`config.mk`:
```
export PLATFORM = sky130hd
export DESIGN_NAME = fetch_top
export DESIGN_NICKNAME = d
export VERILOG_FILES = /design/src/hw/fetch_pkg.sv /design/src/hw/fetch_top.sv /design/src/hw/fetch_unit.sv /design/src/hw/seq_num_gen.sv
export VERILOG_INCLUDE_DIRS = /design/src /design/src/hw
export SDC_FILE = /design/constraint.sdc
export NUM_CORES = 1
export LEC_CHECK = 0
export BUFFER_PORTS_ARGS = -buffer_cell sky130_fd_sc_hd__buf_2
export CAP_MARGIN = 20
export CORE_MARGIN = 2
export CORE_UTILIZATION = 37
export DETAILED_ROUTE_END_ITERATION = 10
export PLACE_DENSITY = 0.77
export RECOVER_POWER = 100
export SLEW_MARGIN = 0
export SYNTH_ARGS = -nofsm -noshare
export SYNTH_HDL_FRONTEND = slang
export SYNTH_SLANG_ARGS = --single-unit
```
`constraint.sdc`:
```
create_clock -name clk -period 1.9 [get_ports clk]
set_clock_uncertainty 0.15 [all_clocks]
set_input_delay 0.285 -clock clk [delete_from_list [all_inputs] [get_ports clk]]
set_output_delay 0.285 -clock clk [all_outputs]
set_load 0.01 [all_outputs]
```
`src/hw/fetch_settings.svh`:
```
/*
 * Fetch stage settings
 * Reset address, datapath widths, sequence pool size and flow limits
 */

`ifndef FETCH_SETTINGS_SVH
`define FETCH_SETTINGS_SVH

// First fetch address after reset
`define FETCH_RST_ADDR 32'h200

// Datapath widths
`define FETCH_ADDR_BITS 32
`define FETCH_INST_BITS 32

// Sequence pool of 2**3 = 8 numbers
`define FETCH_SEQ_BITS 3

// Memory requests accepted but not yet answered
`define FETCH_MAX_IN_FLIGHT 4
// Most retirements reported per cycle
`define FETCH_RECLAIM_WIDTH 2

`endif

```
`src/hw/fetch_pkg.sv`:
```
/*
 * Fetch stage types
 * Vector typedefs shared by the fetch RTL and its testbench
 */

`default_nettype none

`include "fetch_settings.svh"

package fetch_pkg;

  // --------------------
  // Datapath
  // --------------------

  // Byte address or PC
  typedef logic [`FETCH_ADDR_BITS-1:0] addr_t;
  // Raw instruction word
  typedef logic [`FETCH_INST_BITS-1:0] inst_t;

  // --------------------
  // Sequence numbers and counters
  // --------------------

  typedef logic [`FETCH_SEQ_BITS-1:0] seq_num_t;
  // One extra bit so a full pool is representable
  typedef logic [`FETCH_SEQ_BITS:0] seq_cnt_t;
  // 0 to reclaim width inclusive
  typedef logic [$clog2(`FETCH_RECLAIM_WIDTH+1)-1:0] reclaim_cnt_t;
  // 0 to in-flight limit inclusive
  typedef logic [$clog2(`FETCH_MAX_IN_FLIGHT+1)-1:0] flight_cnt_t;

endpackage

`default_nettype wire

```
`src/hw/fetch_top.sv`:
```
/*
 * Fetch stage top level
 * Memory, decode and commit ports of the fetch unit
 */

`default_nettype none

`include "fetch_settings.svh"

module fetch_top
  import fetch_pkg::*;
(
  input  logic         clk,
  input  logic         rst,

  // --------------------
  // Instruction memory
  // --------------------

  output logic         mem_req_val,
  input  logic         mem_req_rdy,
  output addr_t        mem_req_addr,

  input  logic         mem_resp_val,
  output logic         mem_resp_rdy,
  input  addr_t        mem_resp_addr,
  input  inst_t        mem_resp_data,

  // --------------------
  // Decode stage
  // --------------------

  output logic         dec_val,
  input  logic         dec_rdy,
  output addr_t        dec_pc,
  output inst_t        dec_inst,
  output seq_num_t     dec_seq_num,

  // --------------------
  // Commit
  // --------------------

  // Oldest numbers retired this cycle
  input  reclaim_cnt_t commit_cnt
);

  // Single fetch pipe
  fetch_unit u_fetch_unit (
    .clk           (clk),
    .rst           (rst),
    .mem_req_val   (mem_req_val),
    .mem_req_rdy   (mem_req_rdy),
    .mem_req_addr  (mem_req_addr),
    .mem_resp_val  (mem_resp_val),
    .mem_resp_rdy  (mem_resp_rdy),
    .mem_resp_addr (mem_resp_addr),
    .mem_resp_data (mem_resp_data),
    .dec_val       (dec_val),
    .dec_rdy       (dec_rdy),
    .dec_pc        (dec_pc),
    .dec_inst      (dec_inst),
    .dec_seq_num   (dec_seq_num),
    .commit_cnt    (commit_cnt)
  );

endmodule

`default_nettype wire

```
`src/hw/fetch_unit.sv`:
```
/*
 * Fetch unit
 * Streams sequential reads under an in-flight limit and pairs each
 * returned word with a fresh sequence number for decode
 */

`default_nettype none

`include "fetch_settings.svh"

module fetch_unit
  import fetch_pkg::*;
(
  input  logic         clk,
  input  logic         rst,

  // Memory request
  output logic         mem_req_val,
  input  logic         mem_req_rdy,
  output addr_t        mem_req_addr,

  // Memory response, in request order
  input  logic         mem_resp_val,
  output logic         mem_resp_rdy,
  input  addr_t        mem_resp_addr,
  input  inst_t        mem_resp_data,

  // Decode
  output logic         dec_val,
  input  logic         dec_rdy,
  output addr_t        dec_pc,
  output inst_t        dec_inst,
  output seq_num_t     dec_seq_num,

  // Commit notification
  input  reclaim_cnt_t commit_cnt
);

  localparam addr_t       rst_addr      = addr_t'(`FETCH_RST_ADDR);
  localparam flight_cnt_t max_in_flight = flight_cnt_t'(`FETCH_MAX_IN_FLIGHT);
  // Fixed-size instructions only
  localparam addr_t       inst_bytes    = addr_t'(4);

  logic req_xfer;
  logic resp_xfer;

  always_comb begin
    req_xfer  = mem_req_val  & mem_req_rdy;
    resp_xfer = mem_resp_val & mem_resp_rdy;
  end

  // --------------------
  // In-flight tracking
  // --------------------

  flight_cnt_t flight_cnt;
  flight_cnt_t flight_cnt_next;

  always_comb begin
    flight_cnt_next = flight_cnt;
    // Request and response in one cycle cancel out
    if (req_xfer && !resp_xfer) begin
      flight_cnt_next = flight_cnt + flight_cnt_t'(1);
    end else if (resp_xfer && !req_xfer) begin
      flight_cnt_next = flight_cnt - flight_cnt_t'(1);
    end
  end

  always_ff @(posedge clk) begin
    if (rst) begin
      flight_cnt <= '0;
    end else begin
      flight_cnt <= flight_cnt_next;
    end
  end

  // --------------------
  // Request address
  // --------------------

  addr_t req_addr;

  always_ff @(posedge clk) begin
    if (rst) begin
      req_addr <= rst_addr;
    end else if (req_xfer) begin
      // Next sequential word
      req_addr <= req_addr + inst_bytes;
    end
  end

  always_comb begin
    // Keep issuing while below the limit
    mem_req_val  = (flight_cnt < max_in_flight);
    mem_req_addr = req_addr;
  end

  // --------------------
  // Response to decode
  // --------------------

  logic     alloc_val;
  logic     alloc_rdy;
  seq_num_t alloc_seq_num;

  always_comb begin
    // Zero-cycle path, a free number is needed on both sides
    dec_val      = mem_resp_val & alloc_val;
    mem_resp_rdy = dec_rdy & alloc_val;
    dec_pc       = mem_resp_addr;
    dec_inst     = mem_resp_data;
    dec_seq_num  = alloc_seq_num;

    // alloc_val is already folded in by the allocator
    alloc_rdy    = mem_resp_val & dec_rdy;
  end

  seq_num_gen u_seq_num_gen (
    .clk           (clk),
    .rst           (rst),
    .alloc_rdy     (alloc_rdy),
    .alloc_val     (alloc_val),
    .alloc_seq_num (alloc_seq_num),
    .commit_cnt    (commit_cnt)
  );

endmodule

`default_nettype wire

```
`src/hw/seq_num_gen.sv`:
```
/*
 * Sequence number allocator
 * Circular pool handing out numbers in order and reclaiming
 * the oldest outstanding ones, several per cycle
 */

`default_nettype none

`include "fetch_settings.svh"

module seq_num_gen
  import fetch_pkg::*;
(
  input  logic         clk,
  input  logic         rst,

  // Allocation handshake with the fetch unit
  input  logic         alloc_rdy,
  output logic         alloc_val,
  output seq_num_t     alloc_seq_num,

  // Retirements this cycle, oldest first
  input  reclaim_cnt_t commit_cnt
);

  // Number of entries in the pool
  localparam seq_cnt_t pool_size = seq_cnt_t'(1 << `FETCH_SEQ_BITS);

  // --------------------
  // Pool state
  // --------------------

  // Next number to hand out
  seq_num_t head;
  seq_num_t head_next;

  // Numbers handed out and not yet retired
  // oldest outstanding is head - occ_cnt, modulo pool size
  seq_cnt_t occ_cnt;
  seq_cnt_t occ_cnt_next;

  logic     alloc_xfer;

  // --------------------
  // Allocation side
  // --------------------

  always_comb begin
    // Free slot left while not all numbers are out
    alloc_val     = (occ_cnt < pool_size);
    alloc_seq_num = head;
    alloc_xfer    = alloc_val & alloc_rdy;
  end

  // --------------------
  // Next state
  // --------------------

  always_comb begin
    // Head wraps on its own at the pool boundary
    head_next = head;
    if (alloc_xfer) begin
      head_next = head + seq_num_t'(1);
    end

    // Up by one on allocation, down by the retired count
    // commit never exceeds what is allocated, so no underflow
    occ_cnt_next = occ_cnt
                 + seq_cnt_t'(alloc_xfer)
                 - seq_cnt_t'(commit_cnt);
  end

  // --------------------
  // Registers
  // --------------------

  always_ff @(posedge clk) begin
    if (rst) begin
      head    <= '0;
      occ_cnt <= '0;
    end else begin
      head    <= head_next;
      // Freed numbers become usable the cycle after commit
      occ_cnt <= occ_cnt_next;
    end
  end

endmodule

`default_nettype wire

```
Word level (Yosys, flattened, before mapping)
Cells that the tools add are included.
- ROM bits: 0
- output and inout bits: 102
- register bits after elaboration: 42
- memories kept: 0
- input port bits: 71
- memory bits (writable): 0
- word-level logic and storage cells: 25
- bits in latches: 0
- $lt $le $gt $ge: 2
- shift-type cells: 0
- bitwise gates (word level): 6
- equal/unequal tests: 0
- add/subtract/negate cells: 6
- $mul: 0
- div/mod/pow operators: 0
- mux-type cells: 2
- reductions and logical operators: 5
- operators with widths (kind ; count):
    32-bit by 3-bit adder with 32-bit output, second input constant ; 1
    3-bit by 1-bit adder with 3-bit output, second input constant ; 2
    1-bit AND ; 6
    3-bit two-way mux ; 2
    4-bit by 1-bit adder with 4-bit output ; 1
    4-bit < comparator, second input constant ; 1
    4-bit by 2-bit subtractor with 4-bit output ; 1
    3-bit < comparator, second input constant ; 1
    3-bit by 1-bit subtractor with 3-bit output, second input constant ; 1
    1-bit logical AND ; 2
    1-bit zero test ; 2
    2-bit nonzero test ; 1

Longest topological paths before layout
Gate-level depths: netlist of the first run.
- depth in word-level cells: 6
- depth in mapped cells: 9
- depth with buffers taken out: 9

Hierarchy
From an unflattened synthesis of the first run, not the netlist that was laid out.
- cells, all modules: 288
- area, all modules: 2461.1 µm²
- by module, submodules not included (module ; area an instance (µm²) ; times used ; sequential area each (µm²) ; cells each):
    fetch_unit ; 2082.0 ; 1 ; 660.6 ; 248
    seq_num_gen ; 379.1 ; 1 ; 140.1 ; 40

Least setup slack after synthesis of the first run
OpenSTA, ideal clock, no wires.
- path type: register to register
- start point: register u_fetch_unit.req_addr[8] (netlist: u_fetch_unit.mem_req_addr[8])
- end point: register u_fetch_unit.req_addr[27] (netlist: u_fetch_unit.mem_req_addr[27])
- arrival: 1901 ps
- period minus slack after synthesis: 2122 ps
- path buffers: 1
- setup time: 70 ps
- slack: -222 ps
- stages on the path, launching flop included: 6
- required time: 1680 ps
- path through: dfxtp_1 -> nand4_4 -> or4_1 -> buf_2 -> or4_1 -> a21oi_1
- cells in the longest elaborated chain, start to end: 1
- ends and longest elaborated chain (item ; line ; text):
    from (decl) ; fetch_unit.sv:81 ; addr_t req_addr;
    from (signal assigned) ; fetch_unit.sv:85 ; req_addr <= rst_addr;
    from (signal assigned) ; fetch_unit.sv:88 ; req_addr <= req_addr + inst_bytes;
    32-bit by 3-bit adder with 32-bit output ; fetch_unit.sv:88 ;
No other way between the ends.
A chain may end at the register's enable or synchronous reset.

Worst setup path in the final report of the first run
- start point: register u_fetch_unit.flight_cnt[2]
- end point: register u_fetch_unit.req_addr[19] (netlist: u_fetch_unit.mem_req_addr[19])
- cells in the longest elaborated chain, start to end: 2
- ends and longest elaborated chain (item ; line ; text):
    from (decl) ; fetch_unit.sv:56 ; flight_cnt_t flight_cnt;
    from (signal assigned) ; fetch_unit.sv:73 ; flight_cnt <= flight_cnt_next;
    3-bit < comparator ; fetch_unit.sv:94 ; mem_req_val = (flight_cnt < max_in_flight);
    1-bit AND ; fetch_unit.sv:48 ; req_xfer = mem_req_val & mem_req_rdy;
No other way between the ends.

==> summary.md, run 1 <==
| Metric | Value |
|---|---|
| Status | finished, violations left |
| Failing checks | setup timing |
| Layout Utilization | 0.415 |
| CP Capture Type | flip-flop |
| Static leakage | 0.990 nW |
| Fmax | 508 MHz |
| Worst hold stages | 3 |
| Worst Path Max Fanout | 8 |
| Pre-Repair DR Iteration Count | 4 |
| Final Wtd Congestion | 0.733 |
| CTS clk-pin slew, worst paths | 0.08 ns |
| Share of cells above drive strength 1 | 0.291 |
| Tcrit/Tclk final | 1.04 |
| Main synth FF type | dfxtp_1 |
| CTS Sinks | 40 |
| CP bufs+invs | 1 |
| Wire per inst | 14.1 um |
| Synth warn | 0 |
| Ys async rst share | 0 |
| Non-filler cells, final | 369 |
| Final wirelength | 5210 um |
| Fin. Hold Viols | 0 |
| Most frequent cells in the layout | clkbuf_1, dfxtp_1, buf_4 |
| Post-synth EDFFs | 0 |
| Remaining DRCs | 0 |
| CP Depth | 5 |
| Slew Viols, Final | 0 |
| Fin crit period | 1.97 ns |
| CORE AREA | 6310 um^2 |
| Die area | 7170 um^2 |
| Seq cells post-synth | 40 |
| Tot GR Track Use | 0.138 |
| Sequential-to-total area share from yosys stat | 0.332 |
| Ant. Diodes | 0 |
| # Max-Cap Violations | 0 |
| Post-synthesis average cell area | ~8.6 um^2 |
| Vias per Instance | between 5 and 6 |
| Initial antenna violation count | 0 |
| CP max-delay cell | or4_4 |
| Worst hold path class | in -> reg |
| Max VDD drop | 0.664 mV |
| Worst path top cell family by delay | simple AND/OR/NAND/NOR gates |
| PwrDens | between 800 and 900 nW/um^2 |
| Global-route wire length before repair | a little over 8000 um |
| Largest stage delay on the critical path | 0.60 ns |
| CTS H-tree lvls | 2 |
| Final worst-path setup slack | -0.0668 ns |
| WS Path Type | reg -> reg |
| Die Span X | 84.7 um |
| Initial detailed-routing violation count | 74 |
| R2R cell count | 5 |
| I/O pin cnt | 173 |
| Detailed Place HPWL | 3790 um |
| Hold Buf Count CTS | 0 |
| Port-buffer cells | 42 |
| Req. time, crit path | 1.96 ns |
| Clk Latency, worst-skew pair | 0.29 ns |
| Post-synthesis cell count | 281 |
| Max Buffers Root-to-Sink | 2 |
| Arr. time, crit path | 2.03 ns |
| Starting Density | 0.382 |
| Synthesis-to-layout area growth | 8.72% |
| Vias | approximately 1900 |
| CTS tree | done |
| Nets | 372 |
| Final ANT Viol Nets | 0 |
| Die H | 84.7 um |
| Final setup vio count | 11 |
| FP Rows | 29 |
| Largest net degree at the start of global routing | between 40 and 50 |
| Commonest non-fill, non-tap cell in the layout | clkbuf_1 |
| Overall power | 2.16 mW |
| Startpoint types | flip-flop |
| Crit-path cells | nand4b_4 > or4_4 > buf_6 > or3_1 > a21oi_1 |
| Vias in the first global route | 1684 |
| Placed cell count | around 360 |
| Num CTS Buffers | 5 |
| Root Driver | clkbuf_8 |
| Setup repair after global routing missed its margin | true |
| Overflow left after global routing | 0 |
| Post-synth cell types | 31 |
| Synthesized cell area | 2410 um^2 |
## synthesized netlist by cell type, types with 2 or more instances
cell type  count  area, um^2
inv_1         10        37.5
nor2b_1        5        31.3
or3_1         10        62.6
clkbuf_1       6        22.5
fa_1           2        40.0
xor2_1         8        70.1
nand3_1        9        45.0
o31ai_1        7        52.6
xnor2_1       12         105
o21ai_0       10        50.1
buf_4         66         495
buf_2          3        15.0
nand4_1        8        50.1
nor3_1         4        20.0
and4_1         3        26.3
a21oi_1       19        95.1
ha_1           8         100
dfxtp_1       40         801
nand2_1       10        37.5
mux2i_1        2        20.0
or4_1          8        60.1
nor2_1        19        71.3
nor4_1         4        25.0
## metrics by stage
step	cell area, um^2	setup WS (ns)	TNS, ns	hold slack (ns)
after floorplan	2510	-0.114	-0.613	0.295
after global placement	2510	-0.0703	-0.551	0.313
after detailed placement	2510	-0.140	-1.07	0.327
after CTS	2620	-0.0847	-0.501	0.158
after global routing	2620	-0.177	-2.01	0.201
final	2620	-0.0668	-0.283	0.179
## path summary, 6_finish.rpt
check,slack (ns),from,end
setup / recovery,-0.07,u_fetch_unit.flight_cnt[2],u_fetch_unit.mem_req_addr[19]
hold / removal,0.18,dec_rdy,u_fetch_unit.u_seq_num_gen.alloc_seq_num[1]
setup reg to reg,-0.07,u_fetch_unit.flight_cnt[2],u_fetch_unit.mem_req_addr[19]
hold reg to reg,0.35,u_fetch_unit.u_seq_num_gen.alloc_seq_num[1],u_fetch_unit.u_seq_num_gen.alloc_seq_num[1]
## worst min-delay path: cells and delay by family
kind,cells,cell delay (ns)
buffers and inverters,1,0.14
AND/OR/NAND/NOR,1,0.09
AO/OA/AOI/OAI,1,0.06
## registers in the layout, summed over array words and instances (netlist names)
register and count:
u_fetch_unit.flight_cnt 3, u_fetch_unit.mem_req_addr 30, u_fetch_unit.u_seq_num_gen.alloc_seq_num 3, u_fetch_unit.u_seq_num_gen.occ_cnt 4
## report_power, final
group	internal [mW]	switching [mW]	total, mW
clock network	0.258	0.293	0.551
logic	0.315	0.287	0.602
registers	0.923	0.0839	1.01
total	1.50	0.664	2.16
## cell families after synthesis
family / count (synthesis) / share of synthesized area
muxes: 2 / 0.00831
DFF: 40 / 0.332
and+or+nand+nor: 85 / 0.204
other: 1 / 0.00156
buffers and inverters: 86 / 0.238
xor gates and xnor gates: 20 / 0.0727
AOI/OAI and AO/OA: 37 / 0.0852
adders and majority gates: 10 / 0.0582
## area by class of cell
cell class,count,area (um^2)
tap,77,96.3
clock inverter,1,5.00
inverter,10,37.5
timing repair buffer,78,433
fill,676,3690
multi-input combinational,156,1140
sequential,40,830
clock buffer,7,76.3
## metal layers
metal	vias to the layer above	global-route usage	part of all wire
li1	917	-	-
met1	888	0.159	0.40
met2	64	0.245	0.51
met3	18	0.0423	0.071
met4	0	0.0447	0.019
met5	-	0	0
## repair_timing
action	CTS	global route
cloned	0	0
gates resized for setup	6	16
buffers inserted	2	1
setup endpoints to repair	16	19
pin swaps	11	5
Note: power is estimated with default switching activity, not from simulation.
==> run 2, diff against run 1 <==
--- a/config.mk
+++ b/config.mk
@@ -12,2 +12,3 @@
 export CORE_UTILIZATION = 37
+export CTS_CLUSTER_DIAMETER = 100
 export DETAILED_ROUTE_END_ITERATION = 10
==> constraint.sdc (replaced) <==
create_clock -name clk -period 1.9 [get_ports clk]
set_clock_uncertainty 0.15 [all_clocks]
set_input_delay 0.19 -clock clk [delete_from_list [all_inputs] [get_ports clk]]
set_output_delay 0.19 -clock clk [all_outputs]
set_load 0.01 [all_outputs]
==> summary.md, run 2 (synthesized netlist as in run 1, its figures left out) <==
| Metric | Value |
|---|---|
| Static leakage | 1.12 nW |
| Tot GR Track Use | 0.140 |
| Pre-Repair DR Iteration Count | 4 |
| FP Rows | 29 |
| Die H | 84.7 um |
| Remaining DRCs | 0 |
| WS Path Type | reg -> reg |
| Setup crit end | u_fetch_unit.mem_req_addr[26] |
| Slew Viols, Final | 0 |
| Wire per inst | 14.7 um |
| Largest stage delay on the critical path | 0.59 ns |
| Root Driver | clkbuf_8 |
| RR Startpoint | u_fetch_unit.mem_req_addr[14] |
| Initial antenna violation count | 0 |
| Vias in the first global route | 1764 |
| Post-place setup slack | -0.0520 ns |
| Ant. Diodes | 0 |
| Max reg flops | 30 |
| CTS clk-pin slew, worst paths | around 0.08 ns |
| Layout fillers | 650 |
| Hold slack | 0.0818 ns |
| PwrDens | slightly above 800 nW/um^2 |
| Worst hold path class | in -> reg |
| Die Span X | 84.7 um |
| Synthesis-to-layout area growth | 15.3% |
| Global-route wire length before repair | 8190 um |
| Overall power | 2.26 mW |
| Detailed Place HPWL | 3930 um |
| Combinational share of power | 0.294 |
| CTS tree | done |
| Fin crit period | 2.00 ns |
| Crit-path cells | nand4_1 > buf_4 > or4_4 > o31ai_1 > a21oi_1 |
| Internal | 1.58 mW |
| Status | finished, violations left |
| CP Capture Type | flip-flop |
| Sequential cell area | 831 um^2 |
| Starting Density | 0.382 |
| Final worst-path setup slack | -0.0978 ns |
| I/O pin cnt | 173 |
| Placed cell areas | 2530 um^2 |
| Failing checks | setup timing |
| Fmax | about 500 MHz |
| Worst Path Max Fanout | 7 |
| Nets | 377 |
| # Max-Cap Violations | 0 |
| CTS H-tree lvls | 2 |
| CP max-delay cell | or4_4 |
| Multi-input logic area | roughly 1200 um^2 |
| Max Buffers Root-to-Sink | 2 |
| Max VDD drop | 0.552 mV |
| Initial detailed-routing violation count | around 140 |
| Port-buffer cells | 42 |
| Largest net degree at the start of global routing | 41 |
| Switching portion of total power | 0.299 |
| Commonest non-fill, non-tap cell in the layout | buf_2 |
| Overflow left after global routing | 0 |
| Arr. time, crit path | 2.02 ns |
| Clock Power Share | 0.260 |
| Clk Latency, worst-skew pair | 0.29 ns |
| Num CTS Buffers | 5 |
| Vias per Instance | 5.18 |
| Reg power frac | 0.447 |
| R2R cell count | 5 |
| CTS Sinks | 40 |
| Finished Cell Area | 2780 um^2 |
| Die area | 7170 um^2 |
| Startpoint types | flip-flop |
| Final Wtd Congestion | 0.765 |
| Setup repair after global routing missed its margin | true |
| Tcrit/Tclk final | 1.05 |
| CORE AREA | 6310 um^2 |
| Most frequent cells in the layout | buf_2, buf_4, dfxtp_1 |
| Req. time, crit path | 1.92 ns |
| Crit path launch | u_fetch_unit.mem_req_addr[14] |
| Reg-to-Reg End | u_fetch_unit.mem_req_addr[26] |
| Reg2reg setup slack | -0.1 ns |
| Sw power | 0.675 mW |
| Fin. Hold Viols | 0 |
| Vias | just under 2000 |
| Share of cells above drive strength 1 | 0.421 |
| Final setup vio count | 13 |
| Final wirelength | 5500 um |
| Final ANT Viol Nets | 0 |
run 2: cell types whose count changed in the layout (fill, tap and decap cells not counted), sizes merged:
| cell | previous run | this run |
|---|---|---|
| clkbuf | 37 | 10 |
| clkinvlp | 0 | 1 |
| or4 | 9 | 11 |
| clkinv | 1 | 0 |
| buf | 48 | 78 |
run 2: how the worst min path moves through the flow:
stage                                                        to               from  cells after the start  slack, ns
floorplan           u_fetch_unit.u_seq_num_gen.alloc_seq_num[1]            dec_rdy                      2       0.20
finish              u_fetch_unit.u_seq_num_gen.alloc_seq_num[1]            dec_rdy                      3       0.08
global route        u_fetch_unit.u_seq_num_gen.alloc_seq_num[1]            dec_rdy                      3       0.09
global placement                                   dec_inst[11]  mem_resp_data[11]                      0       0.23
detailed placement                                 dec_inst[11]  mem_resp_data[11]                      0       0.23
CTS                 u_fetch_unit.u_seq_num_gen.alloc_seq_num[1]            dec_rdy                      3       0.05
run 2: critical path: cells and delay by family (launching register included):
kind                   cells  cell delay (ns)
buffers and inverters      1             0.21
AND/OR/NAND/NOR            2             0.81
flip-flops                 1             0.33
AO/OA/AOI/OAI              2             0.38
run 2: layout make-up:
type | count | share of cell area
clock buffers | 7 | 0.0311
clock inverters | 1 | 0.00270
inverters | 10 | 0.0135
multi-input cells | 158 | 0.434
flip-flops and latches | 40 | 0.299
well taps | 77 | 0.0347
repair buffers | 81 | 0.185
run 2: per-stage QoR:
step                utilization  instances  TNS, ns
floorplan                     -        282   -0.613
global placement          0.400        359   -0.104
detailed placement        0.400        359   -0.372
CTS                       0.418        368   -0.561
global route              0.440        374    -1.63
finish                    0.440        374   -0.575
run 2: power groups by stage:
stage                     sequential (mW)  combinational (mW)  clock [mW]
after global placement               1.01               0.581           0
after detailed placement             1.01               0.605           0
after global routing                 1.02               0.748       0.642
final                                1.01               0.662       0.586
after floorplan                      1.02               0.533           0
after CTS                           0.998               0.612       0.608
run 2: routing by layer:
layer | part of all wire | track usage | vias up
li1 | - | - | 930
met1 | 0.43 | 0.163 | 911
met2 | 0.48 | 0.237 | 80
met3 | 0.080 | 0.0531 | 18
met4 | 0.016 | 0.0462 | 0
met5 | 0 | 0 | -
run 2: repair_timing:
action / CTS / global route
hold buffers: 0 / 0
gates resized for setup: 4 / 25
buffers inserted: 1 / 4
endpoints found under the setup margin: 14 / 20
cloned: 0 / 2
pin swaps: 1 / 18
==> run 3, diff against run 2 <==
- CORE_UTILIZATION: 37 -> 38
- CTS_BUF_LIST: not set -> sky130_fd_sc_hd__clkbuf_2
- PLACE_DENSITY: 0.77 -> 0.79
==> summary.md, run 3 (synthesized netlist as in run 1, its figures left out) <==
| Metric | Value |
|---|---|
| Status | finished, violations left |
| Failing checks | setup timing |
| Pre-Repair DR Iteration Count | 4 |
| Max Used Layer | met4 |
| Multi-input logic area | 1220 um^2 |
| Vias per Instance | between 5 and 6 |
| Final worst-path setup slack | -0.0870 ns |
| Sequential cell area | 831 um^2 |
| Root Driver | clkbuf_2 |
| CTS Sinks | 40 |
| Num CTS Buffers | 5 |
| FP Rows | 29 |
| Hold wc startpoint | mem_resp_val |
| Reg-to-Reg End | u_fetch_unit.mem_req_addr[22] |
| Most frequent cells in the layout | buf_2, buf_4, dfxtp_1 |
| Hold slack | around 0.14 ns |
| Vias in the first global route | 1857 |
| Die H | 83.6 um |
| Met2 routed WL | 2520 um |
| Rel. slew slack | 0.471 |
| Port-buffer cells | 42 |
| PwrDens | roughly 750 nW/um^2 |
| Worst Path Max Fanout | 7 |
| Initial detailed-routing violation count | around 120 |
| I/O pin cnt | 173 |
| Nets | 376 |
| Largest net degree at the start of global routing | 41 |
| Detailed Place HPWL | 3650 um |
| Final setup vio count | 9 |
| Fin crit period | 1.99 ns |
| Remaining DRCs | 0 |
| Startpoint types | flip-flop |
| Max reg flops | 30 |
| Ant. Diodes | 0 |
| Layout fillers | 598 |
| CTS tree | done |
| Reg2reg setup slack | -0.09 ns |
| CORE AREA | 6240 um^2 |
| CTS H-tree lvls | 2 |
| Initial antenna violation count | 0 |
| CP max-delay cell | or4_4 |
| Final wirelength | 5400 um |
| R2R cell count | 6 |
| Clock Power Share | 0.177 |
| Global-route wire length before repair | 8680 um |
| Arr. time, crit path | 2.19 ns |
| Final Wtd Congestion | 0.767 |
| Req. time, crit path | 2.11 ns |
| CP Capture Type | flip-flop |
| Fin. Hold Viols | 0 |
| Fmax | 503 MHz |
| Static leakage | 1.11 nW |
| Met1 WL | 2360 um |
| WL met3 | 324 um |
| Tot GR Track Use | 0.151 |
| RR Startpoint | u_fetch_unit.mem_req_addr[3] |
| Switching portion of total power | 0.329 |
| Combinational share of power | 0.329 |
| Sw power | slightly below 0.7 mW |
| Hold Path Sink | u_fetch_unit.u_seq_num_gen.alloc_seq_num[0] |
| Crit-path cells | ha_4 > nand3b_1 > buf_4 > or4_4 > or3_4 > a21oi_2 |
| Max Buffers Root-to-Sink | 2 |
| # Max-Cap Violations | 0 |
| Share of cells above drive strength 1 | 0.432 |
| Worst hold path class | in -> reg |
| Largest stage delay on the critical path | 0.54 ns |
| Max VDD drop | 0.599 mV |
| Clk Latency, worst-skew pair | 0.40 ns |
| Starting Density | 0.386 |
| Die area | 6990 um^2 |
| Setup repair after global routing missed its margin | true |
| Final ANT Viol Nets | 0 |
| WS Path Type | reg -> reg |
| Slew Viols, Final | 0 |
| Internal | 1.38 mW |
| Synthesis-to-layout area growth | 13.1% |
| Sum Neg Setup Slack | -0.424 ns |
| Commonest non-fill, non-tap cell in the layout | buf_2 |
| Tcrit/Tclk final | 1.05 |
| Actual slew at the worst max-slew pin | 0.793 ns |
| Worst hold stages | 5 |
| Reg power frac | 0.494 |
| CTS clk-pin slew, worst paths | 0.21 ns |
| Wire per inst | 14.5 um |
| Vias | 1917 |
| Overflow left after global routing | 0 |
| Die Span X | ~84 um |
## run 3: cell count changes in the layout (fill, tap and decap cells not counted), sizes merged
cell and change:
clkbuf -5, clkinv +3, buf +1, clkinvlp -1
dlygate4sd3 +1
## run 3: layout make-up
class	instances	share of cell area
timing repair buffer	80	0.185
inverter	10	0.0138
clock inverter	3	0.00505
sequential	40	0.305
tap	77	0.0353
clock buffer	5	0.00918
multi-input combinational	158	0.447
## run 3: critical path, delay by kind of cell (launching register included)
kind                       cells  cell delay, ns
AOI/OAI and AO/OA              1            0.11
adders and majority gates      1            0.14
buffers and inverters          1            0.16
DFF                            1            0.42
and+or+nand+nor                3            0.98
## run 3: metal layers
metal / vias up / track usage
li1: 929 / -
met1: 896 / 0.180
met2: 67 / 0.242
met3: 25 / 0.0495
met4: 0 / 0.0748
met5: - / 0
## run 3: worst max path at each step
stage,endpoint,from,cells past startpoint
after CTS,u_fetch_unit.mem_req_addr[22],u_fetch_unit.mem_req_addr[3],6
final,u_fetch_unit.mem_req_addr[22],u_fetch_unit.mem_req_addr[3],6
after global routing,u_fetch_unit.mem_req_addr[22],u_fetch_unit.mem_req_addr[2],6
after detailed placement,u_fetch_unit.mem_req_addr[19],u_fetch_unit.flight_cnt[2],5
after global placement,u_fetch_unit.mem_req_addr[27],u_fetch_unit.flight_cnt[2],4
after floorplan,u_fetch_unit.mem_req_addr[24],u_fetch_unit.mem_req_addr[3],6
## run 3: what timing repair did
item                       in CTS  in global routing
pin swaps                      13                  6
setup endpoints to repair      15                 19
hold buffers                    1                  0
cloned                          3                  0
gates resized for setup        11                 24
hold endpoints to repair        2                  0
setup buffers                   4                  1
## run 3: through the flow
step | instances | power [mW] | setup WS (ns) | area [um^2] | utilization
6_report | 373 | 2.05 | -0.0870 | 2730 | 0.437
5_1_grt | 373 | 2.19 | -0.149 | 2730 | 0.437
4_1_cts | 372 | 2.00 | -0.0808 | 2610 | 0.419
3_5_place_dp | 356 | 1.62 | -0.0814 | 2490 | 0.399
3_3_place_gp | 356 | 1.58 | -0.0359 | 2490 | 0.399
2_1_floorplan | 282 | 1.56 | -0.114 | 2510 | -
## run 3: power by group through the flow
stage | Sequential (mW) | Clock, mW | Combinational, mW
finish | 1.01 | 0.363 | 0.674
CTS | 1.00 | 0.380 | 0.615
detailed placement | 1.02 | 0 | 0.601
global placement | 1.01 | 0 | 0.570
global route | 1.03 | 0.403 | 0.757
floorplan | 1.02 | 0 | 0.533
